<file path="src/trace_defines.svh">
`ifndef TRACE_DEFINES_SVH
`define TRACE_DEFINES_SVH

// Tick dividers, all in clk cycles
// Predefining TRACE_DEFINES_SVH skips this file, so a build can supply all five values itself

// Spacing of button samples
`define TRACE_SAMPLE_DIV 4

// Cursor blink toggle period
`define TRACE_BLINK_DIV 16

// Return delay after the last segment
`define TRACE_HALF_DIV 32

// Start phase timing
`define TRACE_SECOND_DIV 64

// Consecutive high samples that make a press
`define TRACE_DEBOUNCE_LEN 4

`endif
</file>
<file path="src/trace_pkg.sv">
package trace_pkg;

    // Button or heading direction
    typedef enum logic [1:0] {
        dir_right = 2'd0,
        dir_left  = 2'd1,
        dir_up    = 2'd2,
        dir_down  = 2'd3
    } dir_t;

    // Segment index, bit position in the display word
    typedef enum logic [2:0] {
        seg_a = 3'd0,
        seg_b = 3'd1,
        seg_c = 3'd2,
        seg_d = 3'd3,
        seg_e = 3'd4,
        seg_f = 3'd5,
        seg_g = 3'd6
    } seg_idx_t;

    typedef enum logic [1:0] {
        st_start   = 2'd0,
        st_moving  = 2'd1,
        st_tracing = 2'd2
    } game_state_t;

    // Active low, bit i drives segment i
    typedef logic [6:0] seg_vec_t;

    // Pattern with a single segment lit
    function automatic seg_vec_t seg_only(seg_idx_t idx);
        return ~(seg_vec_t'(1) << idx);
    endfunction

endpackage

</file>
<file path="src/trace_top.sv">
`timescale 1ns/1ps

module trace_top (
    input  logic       clk,
    input  logic       rst,
    input  logic       right,
    input  logic       left,
    input  logic       up,
    input  logic       down,
    output logic [6:0] seg,
    output logic       init,
    output logic       move,
    output logic       fall,
    output logic [1:0] pos
);

    logic            sample_tick;
    logic            blink_tick;
    logic            half_tick;
    logic            second_tick;
    logic [3:0]      btn_vec;
    logic [3:0]      press_valid;
    logic [3:0]      press_ready;
    logic            cmd_valid;
    logic            cmd_ready;
    trace_pkg::dir_t cmd_dir;

    // Bit order matches the dir_t encoding
    assign btn_vec = {down, up, left, right};

    tick_gen i_tick_gen (
        .clk         (clk),
        .rst         (rst),
        .sample_tick (sample_tick),
        .blink_tick  (blink_tick),
        .half_tick   (half_tick),
        .second_tick (second_tick)
    );

    genvar n;
    generate
        for (n = 0; n < 4; n++) begin : g_btn
            button_conditioner i_cond (
                .clk         (clk),
                .rst         (rst),
                .sample_tick (sample_tick),
                .btn         (btn_vec[n]),
                .press_valid (press_valid[n]),
                .press_ready (press_ready[n])
            );
        end
    endgenerate

    press_arbiter i_arbiter (
        .clk         (clk),
        .rst         (rst),
        .press_valid (press_valid),
        .press_ready (press_ready),
        .cmd_valid   (cmd_valid),
        .cmd_dir     (cmd_dir),
        .cmd_ready   (cmd_ready)
    );

    segment_tracer i_tracer (
        .clk         (clk),
        .rst         (rst),
        .blink_tick  (blink_tick),
        .half_tick   (half_tick),
        .second_tick (second_tick),
        .cmd_valid   (cmd_valid),
        .cmd_dir     (cmd_dir),
        .cmd_ready   (cmd_ready),
        .seg         (seg),
        .init        (init),
        .move        (move),
        .fall        (fall),
        .pos         (pos)
    );

endmodule

</file>
<file path="src/segment_tracer.sv">
`timescale 1ns/1ps

module segment_tracer (
    input  logic                clk,
    input  logic                rst,
    input  logic                blink_tick,
    input  logic                half_tick,
    input  logic                second_tick,
    input  logic                cmd_valid,
    input  trace_pkg::dir_t     cmd_dir,
    output logic                cmd_ready,
    output trace_pkg::seg_vec_t seg,
    output logic                init,
    output logic                move,
    output logic                fall,
    output trace_pkg::dir_t     pos
);

    // Short names for the heading table
    localparam trace_pkg::dir_t d_right = trace_pkg::dir_right;
    localparam trace_pkg::dir_t d_left  = trace_pkg::dir_left;
    localparam trace_pkg::dir_t d_up    = trace_pkg::dir_up;
    localparam trace_pkg::dir_t d_down  = trace_pkg::dir_down;

    localparam trace_pkg::seg_idx_t s_a = trace_pkg::seg_a;
    localparam trace_pkg::seg_idx_t s_b = trace_pkg::seg_b;
    localparam trace_pkg::seg_idx_t s_c = trace_pkg::seg_c;
    localparam trace_pkg::seg_idx_t s_d = trace_pkg::seg_d;
    localparam trace_pkg::seg_idx_t s_e = trace_pkg::seg_e;
    localparam trace_pkg::seg_idx_t s_f = trace_pkg::seg_f;
    localparam trace_pkg::seg_idx_t s_g = trace_pkg::seg_g;

    trace_pkg::game_state_t state;
    trace_pkg::seg_idx_t    cursor;
    trace_pkg::dir_t        heading;
    trace_pkg::seg_vec_t    record;
    trace_pkg::seg_vec_t    move_seg;
    trace_pkg::seg_vec_t    trace_seg;
    logic [1:0]             sec_cnt;
    logic                   blink_phase;
    logic                   accept;
    logic                   all_visited;
    logic [4:0]             step_next;

    // Record is active low, so all zero means every segment seen
    assign all_visited = (record == '0);
    assign cmd_ready   = !(state == trace_pkg::st_tracing && all_visited);
    assign accept      = cmd_valid && cmd_ready;

    // Next {segment, heading} for the cursor, misses leave it in place
    always_comb begin
        case ({cursor, heading, cmd_dir})
            {s_a, d_right, d_right}: step_next = {s_b, d_down};
            {s_a, d_left,  d_left }: step_next = {s_f, d_down};
            {s_b, d_up,    d_left }: step_next = {s_a, d_left};
            {s_b, d_down,  d_right}: step_next = {s_g, d_left};
            {s_b, d_down,  d_up   }: step_next = {s_c, d_down};
            {s_c, d_up,    d_left }: step_next = {s_g, d_left};
            {s_c, d_up,    d_up   }: step_next = {s_b, d_up};
            {s_c, d_down,  d_right}: step_next = {s_d, d_down};
            {s_d, d_right, d_left }: step_next = {s_c, d_up};
            {s_d, d_left,  d_right}: step_next = {s_e, d_up};
            {s_e, d_up,    d_right}: step_next = {s_g, d_right};
            {s_e, d_up,    d_up   }: step_next = {s_f, d_up};
            {s_e, d_down,  d_left }: step_next = {s_d, d_right};
            {s_f, d_up,    d_right}: step_next = {s_a, d_right};
            {s_f, d_down,  d_left }: step_next = {s_g, d_right};
            {s_g, d_right, d_left }: step_next = {s_b, d_up};
            {s_g, d_right, d_right}: step_next = {s_c, d_down};
            {s_g, d_left,  d_left }: step_next = {s_e, d_down};
            {s_g, d_left,  d_right}: step_next = {s_f, d_up};
            default: step_next = {cursor, heading};
        endcase
    end

    always_ff @(posedge clk or posedge rst) begin
        if (rst) begin
            state       <= trace_pkg::st_start;
            sec_cnt     <= 2'd0;
            cursor      <= s_g;
            heading     <= d_left;
            record      <= '1;
            move_seg    <= trace_pkg::seg_only(s_g);
            blink_phase <= 1'b0;
        end else begin
            case (state)
                trace_pkg::st_start: begin
                    // Commands still drain here, they just do nothing
                    if (second_tick) begin
                        if (sec_cnt == 2'd2) begin
                            state    <= trace_pkg::st_moving;
                            sec_cnt  <= 2'd0;
                            move_seg <= trace_pkg::seg_only(s_g);
                        end else begin
                            sec_cnt <= sec_cnt + 2'd1;
                        end
                    end
                end
                trace_pkg::st_moving: begin
                    if (accept) begin
                        case (cmd_dir)
                            d_right: move_seg <= trace_pkg::seg_only(s_a);
                            d_left:  move_seg <= trace_pkg::seg_only(s_b);
                            d_up:    move_seg <= trace_pkg::seg_only(s_c);
                            default: begin
                                state   <= trace_pkg::st_tracing;
                                cursor  <= s_g;
                                heading <= d_left;
                                record  <= trace_pkg::seg_only(s_g);
                            end
                        endcase
                    end
                end
                default: begin
                    if (all_visited) begin
                        if (half_tick) begin
                            state   <= trace_pkg::st_start;
                            sec_cnt <= 2'd0;
                            heading <= d_left;
                        end
                    end else if (accept) begin
                        cursor  <= trace_pkg::seg_idx_t'(step_next[4:2]);
                        heading <= trace_pkg::dir_t'(step_next[1:0]);
                        record[step_next[4:2]] <= 1'b0;
                    end
                end
            endcase
            if (blink_tick) begin
                blink_phase <= ~blink_phase;
            end
        end
    end

    // Visited segments lit, cursor flips with the blink phase
    always_comb begin
        trace_seg = record;
        if (blink_phase) begin
            trace_seg[cursor] = ~record[cursor];
        end
    end

    always_comb begin
        case (state)
            trace_pkg::st_moving:  seg = move_seg;
            trace_pkg::st_tracing: seg = trace_seg;
            default:               seg = trace_pkg::seg_only(s_g);
        endcase
    end

    assign init = (state == trace_pkg::st_start);
    assign move = (state == trace_pkg::st_moving);
    assign fall = (state == trace_pkg::st_tracing);
    assign pos  = heading;

endmodule

</file>
<file path="src/press_arbiter.sv">
`timescale 1ns/1ps

module press_arbiter (
    input  logic            clk,
    input  logic            rst,
    input  logic [3:0]      press_valid,
    output logic [3:0]      press_ready,
    output logic            cmd_valid,
    output trace_pkg::dir_t cmd_dir,
    input  logic            cmd_ready
);

    logic       load_en;
    logic [1:0] pick;
    logic [3:0] grant;

    // Register is free, or drains on this edge
    assign load_en = !cmd_valid || cmd_ready;

    // Fixed priority, right first and down last
    always_comb begin
        pick  = 2'd0;
        grant = 4'b0000;
        for (int n = 3; n >= 0; n--) begin
            if (press_valid[n]) begin
                pick  = 2'(n);
                grant = 4'b0001 << n;
            end
        end
    end

    // Winner is acknowledged in the cycle it is loaded
    assign press_ready = load_en ? grant : 4'b0000;

    always_ff @(posedge clk or posedge rst) begin
        if (rst) begin
            cmd_valid <= 1'b0;
        end else if (load_en) begin
            cmd_valid <= |press_valid;
        end
    end

    always_ff @(posedge clk) begin
        if (load_en && |press_valid) begin
            cmd_dir <= trace_pkg::dir_t'(pick);
        end
    end

endmodule

</file>
<file path="src/button_conditioner.sv">
`timescale 1ns/1ps
`include "trace_defines.svh"

module button_conditioner (
    input  logic clk,
    input  logic rst,
    input  logic sample_tick,
    input  logic btn,
    output logic press_valid,
    input  logic press_ready
);

    localparam int cnt_w = (`TRACE_DEBOUNCE_LEN > 1) ? $clog2(`TRACE_DEBOUNCE_LEN) : 1;

    logic [1:0]       btn_sync;
    logic [cnt_w-1:0] high_cnt;
    logic             armed;
    logic             qualify;

    // Final high sample of a run, only once per press
    assign qualify = sample_tick && btn_sync[1] && armed &&
                     (high_cnt == cnt_w'(`TRACE_DEBOUNCE_LEN - 1));

    always_ff @(posedge clk or posedge rst) begin
        if (rst) begin
            btn_sync <= 2'b00;
        end else begin
            btn_sync <= {btn_sync[0], btn};
        end
    end

    always_ff @(posedge clk or posedge rst) begin
        if (rst) begin
            high_cnt    <= '0;
            armed       <= 1'b1;
            press_valid <= 1'b0;
        end else begin
            if (sample_tick) begin
                if (btn_sync[1]) begin
                    // Saturate so a long hold does not wrap
                    if (high_cnt != cnt_w'(`TRACE_DEBOUNCE_LEN - 1)) begin
                        high_cnt <= high_cnt + 1'b1;
                    end
                    if (qualify) begin
                        armed <= 1'b0;
                    end
                end else begin
                    high_cnt <= '0;
                    armed    <= 1'b1;
                end
            end
            // A new press merges into one still waiting
            if (qualify) begin
                press_valid <= 1'b1;
            end else if (press_ready) begin
                press_valid <= 1'b0;
            end
        end
    end

endmodule

</file>
<file path="src/tick_gen.sv">
`timescale 1ns/1ps
`include "trace_defines.svh"

module tick_gen (
    input  logic clk,
    input  logic rst,
    output logic sample_tick,
    output logic blink_tick,
    output logic half_tick,
    output logic second_tick
);

    // One divider per tick, same order as the outputs
    localparam int div_tab [4] = '{
        `TRACE_SAMPLE_DIV,
        `TRACE_BLINK_DIV,
        `TRACE_HALF_DIV,
        `TRACE_SECOND_DIV
    };

    logic [3:0] ticks;

    genvar i;
    generate
        for (i = 0; i < 4; i++) begin : g_div
            localparam int w = (div_tab[i] > 1) ? $clog2(div_tab[i]) : 1;

            logic [w-1:0] cnt;
            logic         tick_q;

            always_ff @(posedge clk or posedge rst) begin
                if (rst) begin
                    cnt    <= '0;
                    tick_q <= 1'b0;
                end else begin
                    // Pulse lands on the edge where the count wraps
                    tick_q <= (cnt == w'(div_tab[i] - 1));
                    if (cnt == w'(div_tab[i] - 1)) begin
                        cnt <= '0;
                    end else begin
                        cnt <= cnt + 1'b1;
                    end
                end
            end

            assign ticks[i] = tick_q;
        end
    endgenerate

    assign sample_tick = ticks[0];
    assign blink_tick  = ticks[1];
    assign half_tick   = ticks[2];
    assign second_tick = ticks[3];

endmodule

</file>
<file path="config.mk">
export PLATFORM = sky130hd
export DESIGN_NAME = trace_top
export DESIGN_NICKNAME = d
export VERILOG_FILES = /design/src/trace_pkg.sv /design/src/trace_top.sv /design/src/segment_tracer.sv /design/src/press_arbiter.sv /design/src/button_conditioner.sv /design/src/tick_gen.sv
export VERILOG_INCLUDE_DIRS = /design/src /design/src/src
export SDC_FILE = /design/constraint.sdc
export NUM_CORES = 1
export LEC_CHECK = 0
export ABC_AREA = 0
export BUFFER_PORTS_ARGS = -buffer_cell sky130_fd_sc_hd__buf_2
export CAP_MARGIN = 20
export CORE_UTILIZATION = 65
export CTS_BUF_LIST = sky130_fd_sc_hd__clkbuf_4 sky130_fd_sc_hd__clkbuf_8 sky130_fd_sc_hd__clkbuf_16
export DETAILED_ROUTE_END_ITERATION = 10
export PLACE_DENSITY = 0.84
export SLEW_MARGIN = 20
export SYNTH_ARGS = -nofsm -noshare
export SYNTH_HDL_FRONTEND = slang
export SYNTH_SLANG_ARGS = --single-unit
</file>
<file path="constraint.sdc">
create_clock -name clk -period 6.5 [get_ports clk]
set_clock_uncertainty 0.1 [all_clocks]
set_input_delay 1.3 -clock clk [delete_from_list [all_inputs] [get_ports clk]]
set_output_delay 1.3 -clock clk [all_outputs]
set_load 0.01 [all_outputs]
</file>
==> impl_metrics.ini, run 1 <==
[clock_tree]
clk_path_buf_depth = 2
postCtsResizedCells = 0
clock_sinks = 69
cts.clk_slew.worst_paths_ps = 80
cts_setup_buffers = 0
cts_buffers = 9
worstSkewPairLatency_ps = 350
tritoncts = done
cts_root_buf = clkbuf_8
cts_hold_buf = 0
h-tree-depth = 3

[yosys]
synthCells = 389
yosysTopAreaCell = dfrtp_1
synth_seq_cells = 69
synth_ff_type = dfrtp_1
synthArstFlopShare_pct = 97.10
synth_most_common_cell = nand2_1
ys_top_cells_by_count = nand2_1 (52), dfrtp_1 (50), nor2_1 (29)
synth_area_leaders = dfrtp_1 (32%), dfstp_2 (11%), ha_1 (5.4%)
synth_edf_count = 2
yosys_warnings = 0
ys_seq_area_share_pct = 45.02
synth_fp_nets = 412
syn_area_um2 = 3905
syn-mean-instance-area_um2 = 10.04
ys_types = 77
synth_top_area_share_pct = 32.04

[drt]
drt_iter0_drc = 257
routedWlPerCell_um = 16.77
vias = 3055
routed_wl_um = 7982
dr.pass1.iters = 5
route.detailed.drc = 0
detail-route-antenna-nets = 0
vias_per_cell = 6.418

[cells_and_area]
synthToLayoutAreaGrowth_pct = 6.504
final_nets = 422
n_antenna_cell = 0
fillCellCount = 390
drive_above_1_share_pct = 19.80

[setup_path]
critPathMaxFanout = 19
critical-path-top-delay-family = compound AO/OA/AOI/OAI gates
cp.arrival_ps = 2760
worstPathRequired_ps = 5100
path_class = flip-flop to output pin
slowest_stage = dfstp_2
crit_chain = mux2_2 -> a32oi_1 -> o2111ai_1 -> a311o_1 -> a21boi_0 -> buf_2
start_kind = flip-flop
r2r_slack_ps = 3730
cp-end-kind = output pin
crit_buf_inv = 1
critPathMaxStageDelay_ps = 730

[global_route]
grt.busiest_layer = met2
grt.overflow.total = 0
grtUsageMet1_pct = 38.14
grt_pass1_wl_um = 13370
grt_pass1_vias = 2850
grt_max_degree = 68
use_met3_pct = 5.943
grtUsageMet2_pct = 43.16
grt.total_usage_pct = 27.67
antenna_found_initial = 0

[floorplanning]
die_area_um2 = 6322
io_pins = 18
die_x_um = 79.51
coreArea_um2 = 5642
die_y_um = 79.51
start_util_pct = 69.22
row_count = 27

[timing]
timing.final.crit_share_pct = 63.99
max_slew_margin_pct = 46.00
fmax_mhz = 240.4
setup_violations = 0
tightest_slew_ps = 810.0
hold_viol_final = 0
finalSetupTns_ps = 0
period_minus_slack_ps = 4159
rsz0062_at_grt = false
slew_violations = 0

[placement]
portBuffers = 17
place.gp.congestion = 0.8809
hpwl_um = 5482

[pwr]
p_per_area_nw_per_um2 = 211.7
leakagePower_nw = 1.882
finalPower_mw = 0.8803
ir_drop_uv = 211.2

[job]
max_cap_viol_count = 0

[status]
outcome = finished, final reports clean

[min_path]
hold_path.class = flip-flop to flip-flop
[registers in the layout (all words and copies together), names as in the netlist]
name,count
i_tracer.move_seg,4
i_tracer.state,2
i_tracer.blink_phase,1
i_tick_gen.second_tick,1
i_tick_gen.sample_tick,1
i_tracer.sec_cnt,2
i_tick_gen.blink_tick,1
i_arbiter.cmd_dir,2
i_tracer.cursor,3
g_btn.i_cond.press_valid,4
g_btn.i_cond.armed,4
i_tick_gen.g_div.cnt,17
i_tick_gen.half_tick,1
i_tracer.record,7
i_tracer.pos,2
g_btn.i_cond.btn_sync,8
i_arbiter.cmd_valid,1
g_btn.i_cond.high_cnt,8
[logic make-up (layout without fill, tap and decap cells)]
group,Yosys count,in the layout,synth area share (%)
compound gates,85,85,16.12
xor+xnor,7,7,1.570
flops,69,69,45.02
simple gates,166,166,24.58
fa+ha+maj,17,17,5.447
buf+inv,37,52,4.998
mux,8,8,2.275
[power breakdown]
part           internal [mW]  total (mW)  leakage (nW)  switching, mW
registers              0.457       0.474         0.826         0.0167
logic                 0.0227      0.0515         0.953         0.0289
clock network          0.187       0.355         0.102          0.168
total                  0.667       0.880          1.88          0.213
[area by class of cell]
cell class / count / area (um^2) / area share (%)
clock buffers: 10 / 137.6 / 3.309
clock inverters: 6 / 61.31 / 1.474
inverters: 18 / 67.56 / 1.625
multi-input cells: 283 / 1952 / 46.93
flip-flops and latches: 69 / 1758 / 42.27
well taps: 72 / 90.09 / 2.166
repair buffers: 18 / 92.59 / 2.226
[per-stage QoR]
stage / hold slack [ps] / instance area (um^2) / util (%) / worst slack (ps) / cells
finish: 251.5 / 4159 / 73.72 / 2341 / 476
global route: 256.3 / 4159 / 73.72 / 2247 / 476
CTS: 255.8 / 4159 / 73.72 / 2385 / 476
detailed placement: 238.7 / 3960 / 70.19 / 2765 / 460
global placement: 232.4 / 3960 / 70.19 / 2896 / 460
floorplan: 231.2 / 3905 / - / 2960 / 389
[path summary, 6_finish.rpt]
| check | from | endpoint | depth (start not counted) |
|---|---|---|---|
| setup reg to reg | i_tracer.pos[0]$_DFFE_PP1P_ | i_tracer.record[6]$_DFFE_PP1P_ | 6 |
| hold reg to reg | g_btn[0].i_cond.btn_sync[0]$_DFF_PP0_ | g_btn[0].i_cond.btn_sync[1]$_DFF_PP0_ | 0 |
| hold / removal | g_btn[0].i_cond.btn_sync[0]$_DFF_PP0_ | g_btn[0].i_cond.btn_sync[1]$_DFF_PP0_ | 0 |
| max in group asynchronous | rst | i_tracer.blink_phase$_DFFE_PP0P_ | 3 |
| min in group asynchronous | rst | i_tick_gen.g_div[3].cnt[4]$_DFF_PP0_ | 3 |
| setup / recovery | i_tracer.cursor[2]$_DFFE_PP1P_ | seg[6] | 6 |
[cells in the final DEF, fill, tap and decap left out, drive strengths merged, types with 10 or more instances in the layout]
master,count
nand2,52
dfrtp,50
nor2,29
inv,19
a21oi,19
buf,18
ha,17
dfstp,17
o21ai,16
nand3,14
clkbuf,10
[per-layer routing]
metal  routed length (um)  up-vias
met2                 3778      128
met1                 3569     1479
met5                    0        -
li1                     -     1431
met4                  133        0
met3                  500       17
No activity file was read; power rests on OpenSTA's default activity.
==> run 2: changes to the inputs <==
--- a/config.mk
+++ b/config.mk
@@ -9,10 +9,10 @@
 export ABC_AREA = 0
 export BUFFER_PORTS_ARGS = -buffer_cell sky130_fd_sc_hd__buf_2
 export CAP_MARGIN = 20
-export CORE_UTILIZATION = 65
+export CORE_UTILIZATION = 56
 export CTS_BUF_LIST = sky130_fd_sc_hd__clkbuf_4 sky130_fd_sc_hd__clkbuf_8 sky130_fd_sc_hd__clkbuf_16
 export DETAILED_ROUTE_END_ITERATION = 10
-export PLACE_DENSITY = 0.84
+export PLACE_DENSITY = 0.77
 export SLEW_MARGIN = 20
 export SYNTH_ARGS = -nofsm -noshare
 export SYNTH_HDL_FRONTEND = slang
==> constraint.sdc (replaced) <==
create_clock -name clk -period 3.5 [get_ports clk]
set_clock_uncertainty 0.1 [all_clocks]
set_input_delay 0.7 -clock clk [delete_from_list [all_inputs] [get_ports clk]]
set_output_delay 0.7 -clock clk [all_outputs]
set_load 0.01 [all_outputs]
==> run 2 against run 1 <==
Effect of this change: sequential cell count stayed put; non-clock buffer count stayed put; highest routed layer unchanged; core utilization is 12 points lower; routed wire length is 2.0% lower; largest power group unchanged; cell count is 1.7% higher; clock-buffer cell count is 2 higher; hold slack hardly changed; setup slack worse by 2200 ps; via count is 2.1% lower; sequential share of layout area is 0.20 points lower; global-route usage is 4.6 points lower.
==> impl_metrics.ini, run 2 (synthesis gave the netlist of run 1 again) <==
[placement]
place_inst = 468
place.gp.congestion = 0.9589
hpwl_um = 5458
portBuffers = 17

[timing]
setup_violations = 0
tightest_slew_ps = 809.7
rsz0062_at_grt = false
fmax_mhz = 296.8
timing.final.crit_share_pct = 96.28
hold_viol_final = 0
slew_violations = 0
max_slew_margin_pct = 46.02
period_minus_slack_ps = 3370
finalSetupTns_ps = 0

[floorplanning]
row_count = 30
die_y_um = 85.51
io_pins = 18
coreArea_um2 = 6756
start_util_pct = 57.80
die_x_um = 85.51
die_area_um2 = 7311

[setup_path]
cp.arrival_ps = 2570
critPathMaxStageDelay_ps = 730
worstRegToRegCells = 7
start_kind = flip-flop
path_class = flip-flop to output pin
worstPathRequired_ps = 2700
worstReg2RegStart = i_arbiter.cmd_dir[0]$_SDFFCE_PP0P_
crit_chain = mux2_2 -> a32oi_1 -> o2111ai_1 -> and3_1 -> o311ai_0 -> buf_2
r2r_slack_ps = 730
critPathMaxFanout = 19
r2r-end = i_tracer.record[2]$_DFFE_PP1P_
slowest_stage = dfstp_4
cp-end-kind = output pin

[clock_tree]
h-tree-depth = 3
postCtsResizedCells = 0
clk_path_buf_depth = 2
worstSkewPairLatency_ps = 330
cts_hold_buf = 0
cts_setup_buffers = 0
tritoncts = done
cts.clk_slew.worst_paths_ps = 80
cts_buffers = 9
clock_sinks = 69
cts_root_buf = clkbuf_8

[cells_and_area]
ff_latch_area_um2 = 1762
drive_above_1_share_pct = 19.80
fillCellCount = 551
reg_top3 = i_tick_gen.g_div.cnt: 17 flops, g_btn.i_cond.btn_sync: 8 flops, g_btn.i_cond.high_cnt: 8 flops
regMostFlops = i_tick_gen.g_div.cnt
final_cell_mix = nand2_1 (52), dfrtp_1 (50), nor2_1 (29)
n_antenna_cell = 0
multi_input_area_um2 = 1952
final_nets = 422
largest_reg_flops = 17
final_common_cell = nand2_1
synthToLayoutAreaGrowth_pct = 7.241
fin_cells = 484

[min_path]
hold_path.class = flip-flop to flip-flop
hold_end = g_btn[3].i_cond.btn_sync[1]$_DFF_PP0_
hp-start = g_btn[3].i_cond.btn_sync[0]$_DFF_PP0_
hold_depth = 0

[global_route]
antenna_found_initial = 0
grt_pass1_wl_um = 13220
grt_max_degree = 68
grt.overflow.total = 0
grt_pass1_vias = 2784
grt.total_usage_pct = 23.12

[drt]
drt_iter0_drc = 204
vias_per_cell = 6.180
route.detailed.drc = 0
routedWlPerCell_um = 16.16
routed_wl_um = 7821
detail-route-antenna-nets = 0
vias = 2991
dr.pass1.iters = 5

[pwr]
p_per_area_nw_per_um2 = 393.7
leakagePower_nw = 1.887
ir_drop_uv = 336.1

[status]
outcome = finished, final reports clean

[job]
max_cap_viol_count = 0
[run 2: cell types whose count changed in the layout (fill, tap and decap cells not counted), sizes merged]
cell    before  now
clkinv       3    1
clkbuf      10   12
[run 2: worst max path at each step]
stage / depth (start not counted) / startpoint / end / slack [ps]
after detailed placement: 6 / i_tracer.cursor[2]$_DFFE_PP1P_ / seg[0] / 500
after global routing: 7 / i_tracer.cursor[0]$_DFFE_PP0P_ / seg[5] / 8
after floorplan: 7 / i_tracer.cursor[2]$_DFFE_PP1P_ / seg[0] / 560
final: 6 / i_tracer.cursor[2]$_DFFE_PP1P_ / seg[0] / 130
after CTS: 6 / i_tracer.cursor[2]$_DFFE_PP1P_ / seg[0] / 140
after global placement: 6 / i_tracer.cursor[2]$_DFFE_PP1P_ / seg[0] / 550
[run 2: critical path: cells and delay by family (launching register included)]
kind | cells | cell delay (ps)
buf+inv | 1 | 210
mux | 1 | 350
simple gates | 1 | 270
flops | 1 | 730
compound gates | 3 | 670
[run 2: final cells by class]
cell class	count	area share [%]
clock buffer	12	3.794
tap	80	2.390
clock inverter	4	1.315
inverter	18	1.613
timing repair buffer	18	2.211
multi-input combinational	283	46.61
sequential	69	42.07
[run 2: per-stage QoR]
step	power (mW)	area (um^2)	hold slack [ps]	setup slack [ps]	util (%)
finish	1.649	4188	251.9	130.2	61.98
global route	1.729	4188	261.2	7.760	61.98
CTS	1.666	4184	254.1	137.0	61.93
detailed placement	0.9902	3970	236.3	499.0	58.76
global placement	0.9812	3970	233.1	545.3	58.76
floorplan	0.9631	3905	231.2	560.4	-
[run 2: report_power, final]
part           total [mW]  internal [mW]  switching (mW)  leakage, nW
Clock               0.674          0.380           0.294        0.107
Sequential          0.881          0.849          0.0322        0.827
Combinational      0.0934         0.0417          0.0517        0.953
Total                1.65           1.27           0.378         1.89
[run 2: routing by layer]
| layer | global-route usage, % | part of all wire [%] | up-vias |
|---|---|---|---|
| met5 | 0 | 0 | - |
| met4 | 8.788 | 2.2 | 0 |
| met3 | 5.197 | 5.8 | 17 |
| met2 | 37.53 | 48 | 99 |
| met1 | 30.52 | 44 | 1434 |
| li1 | - | - | 1441 |
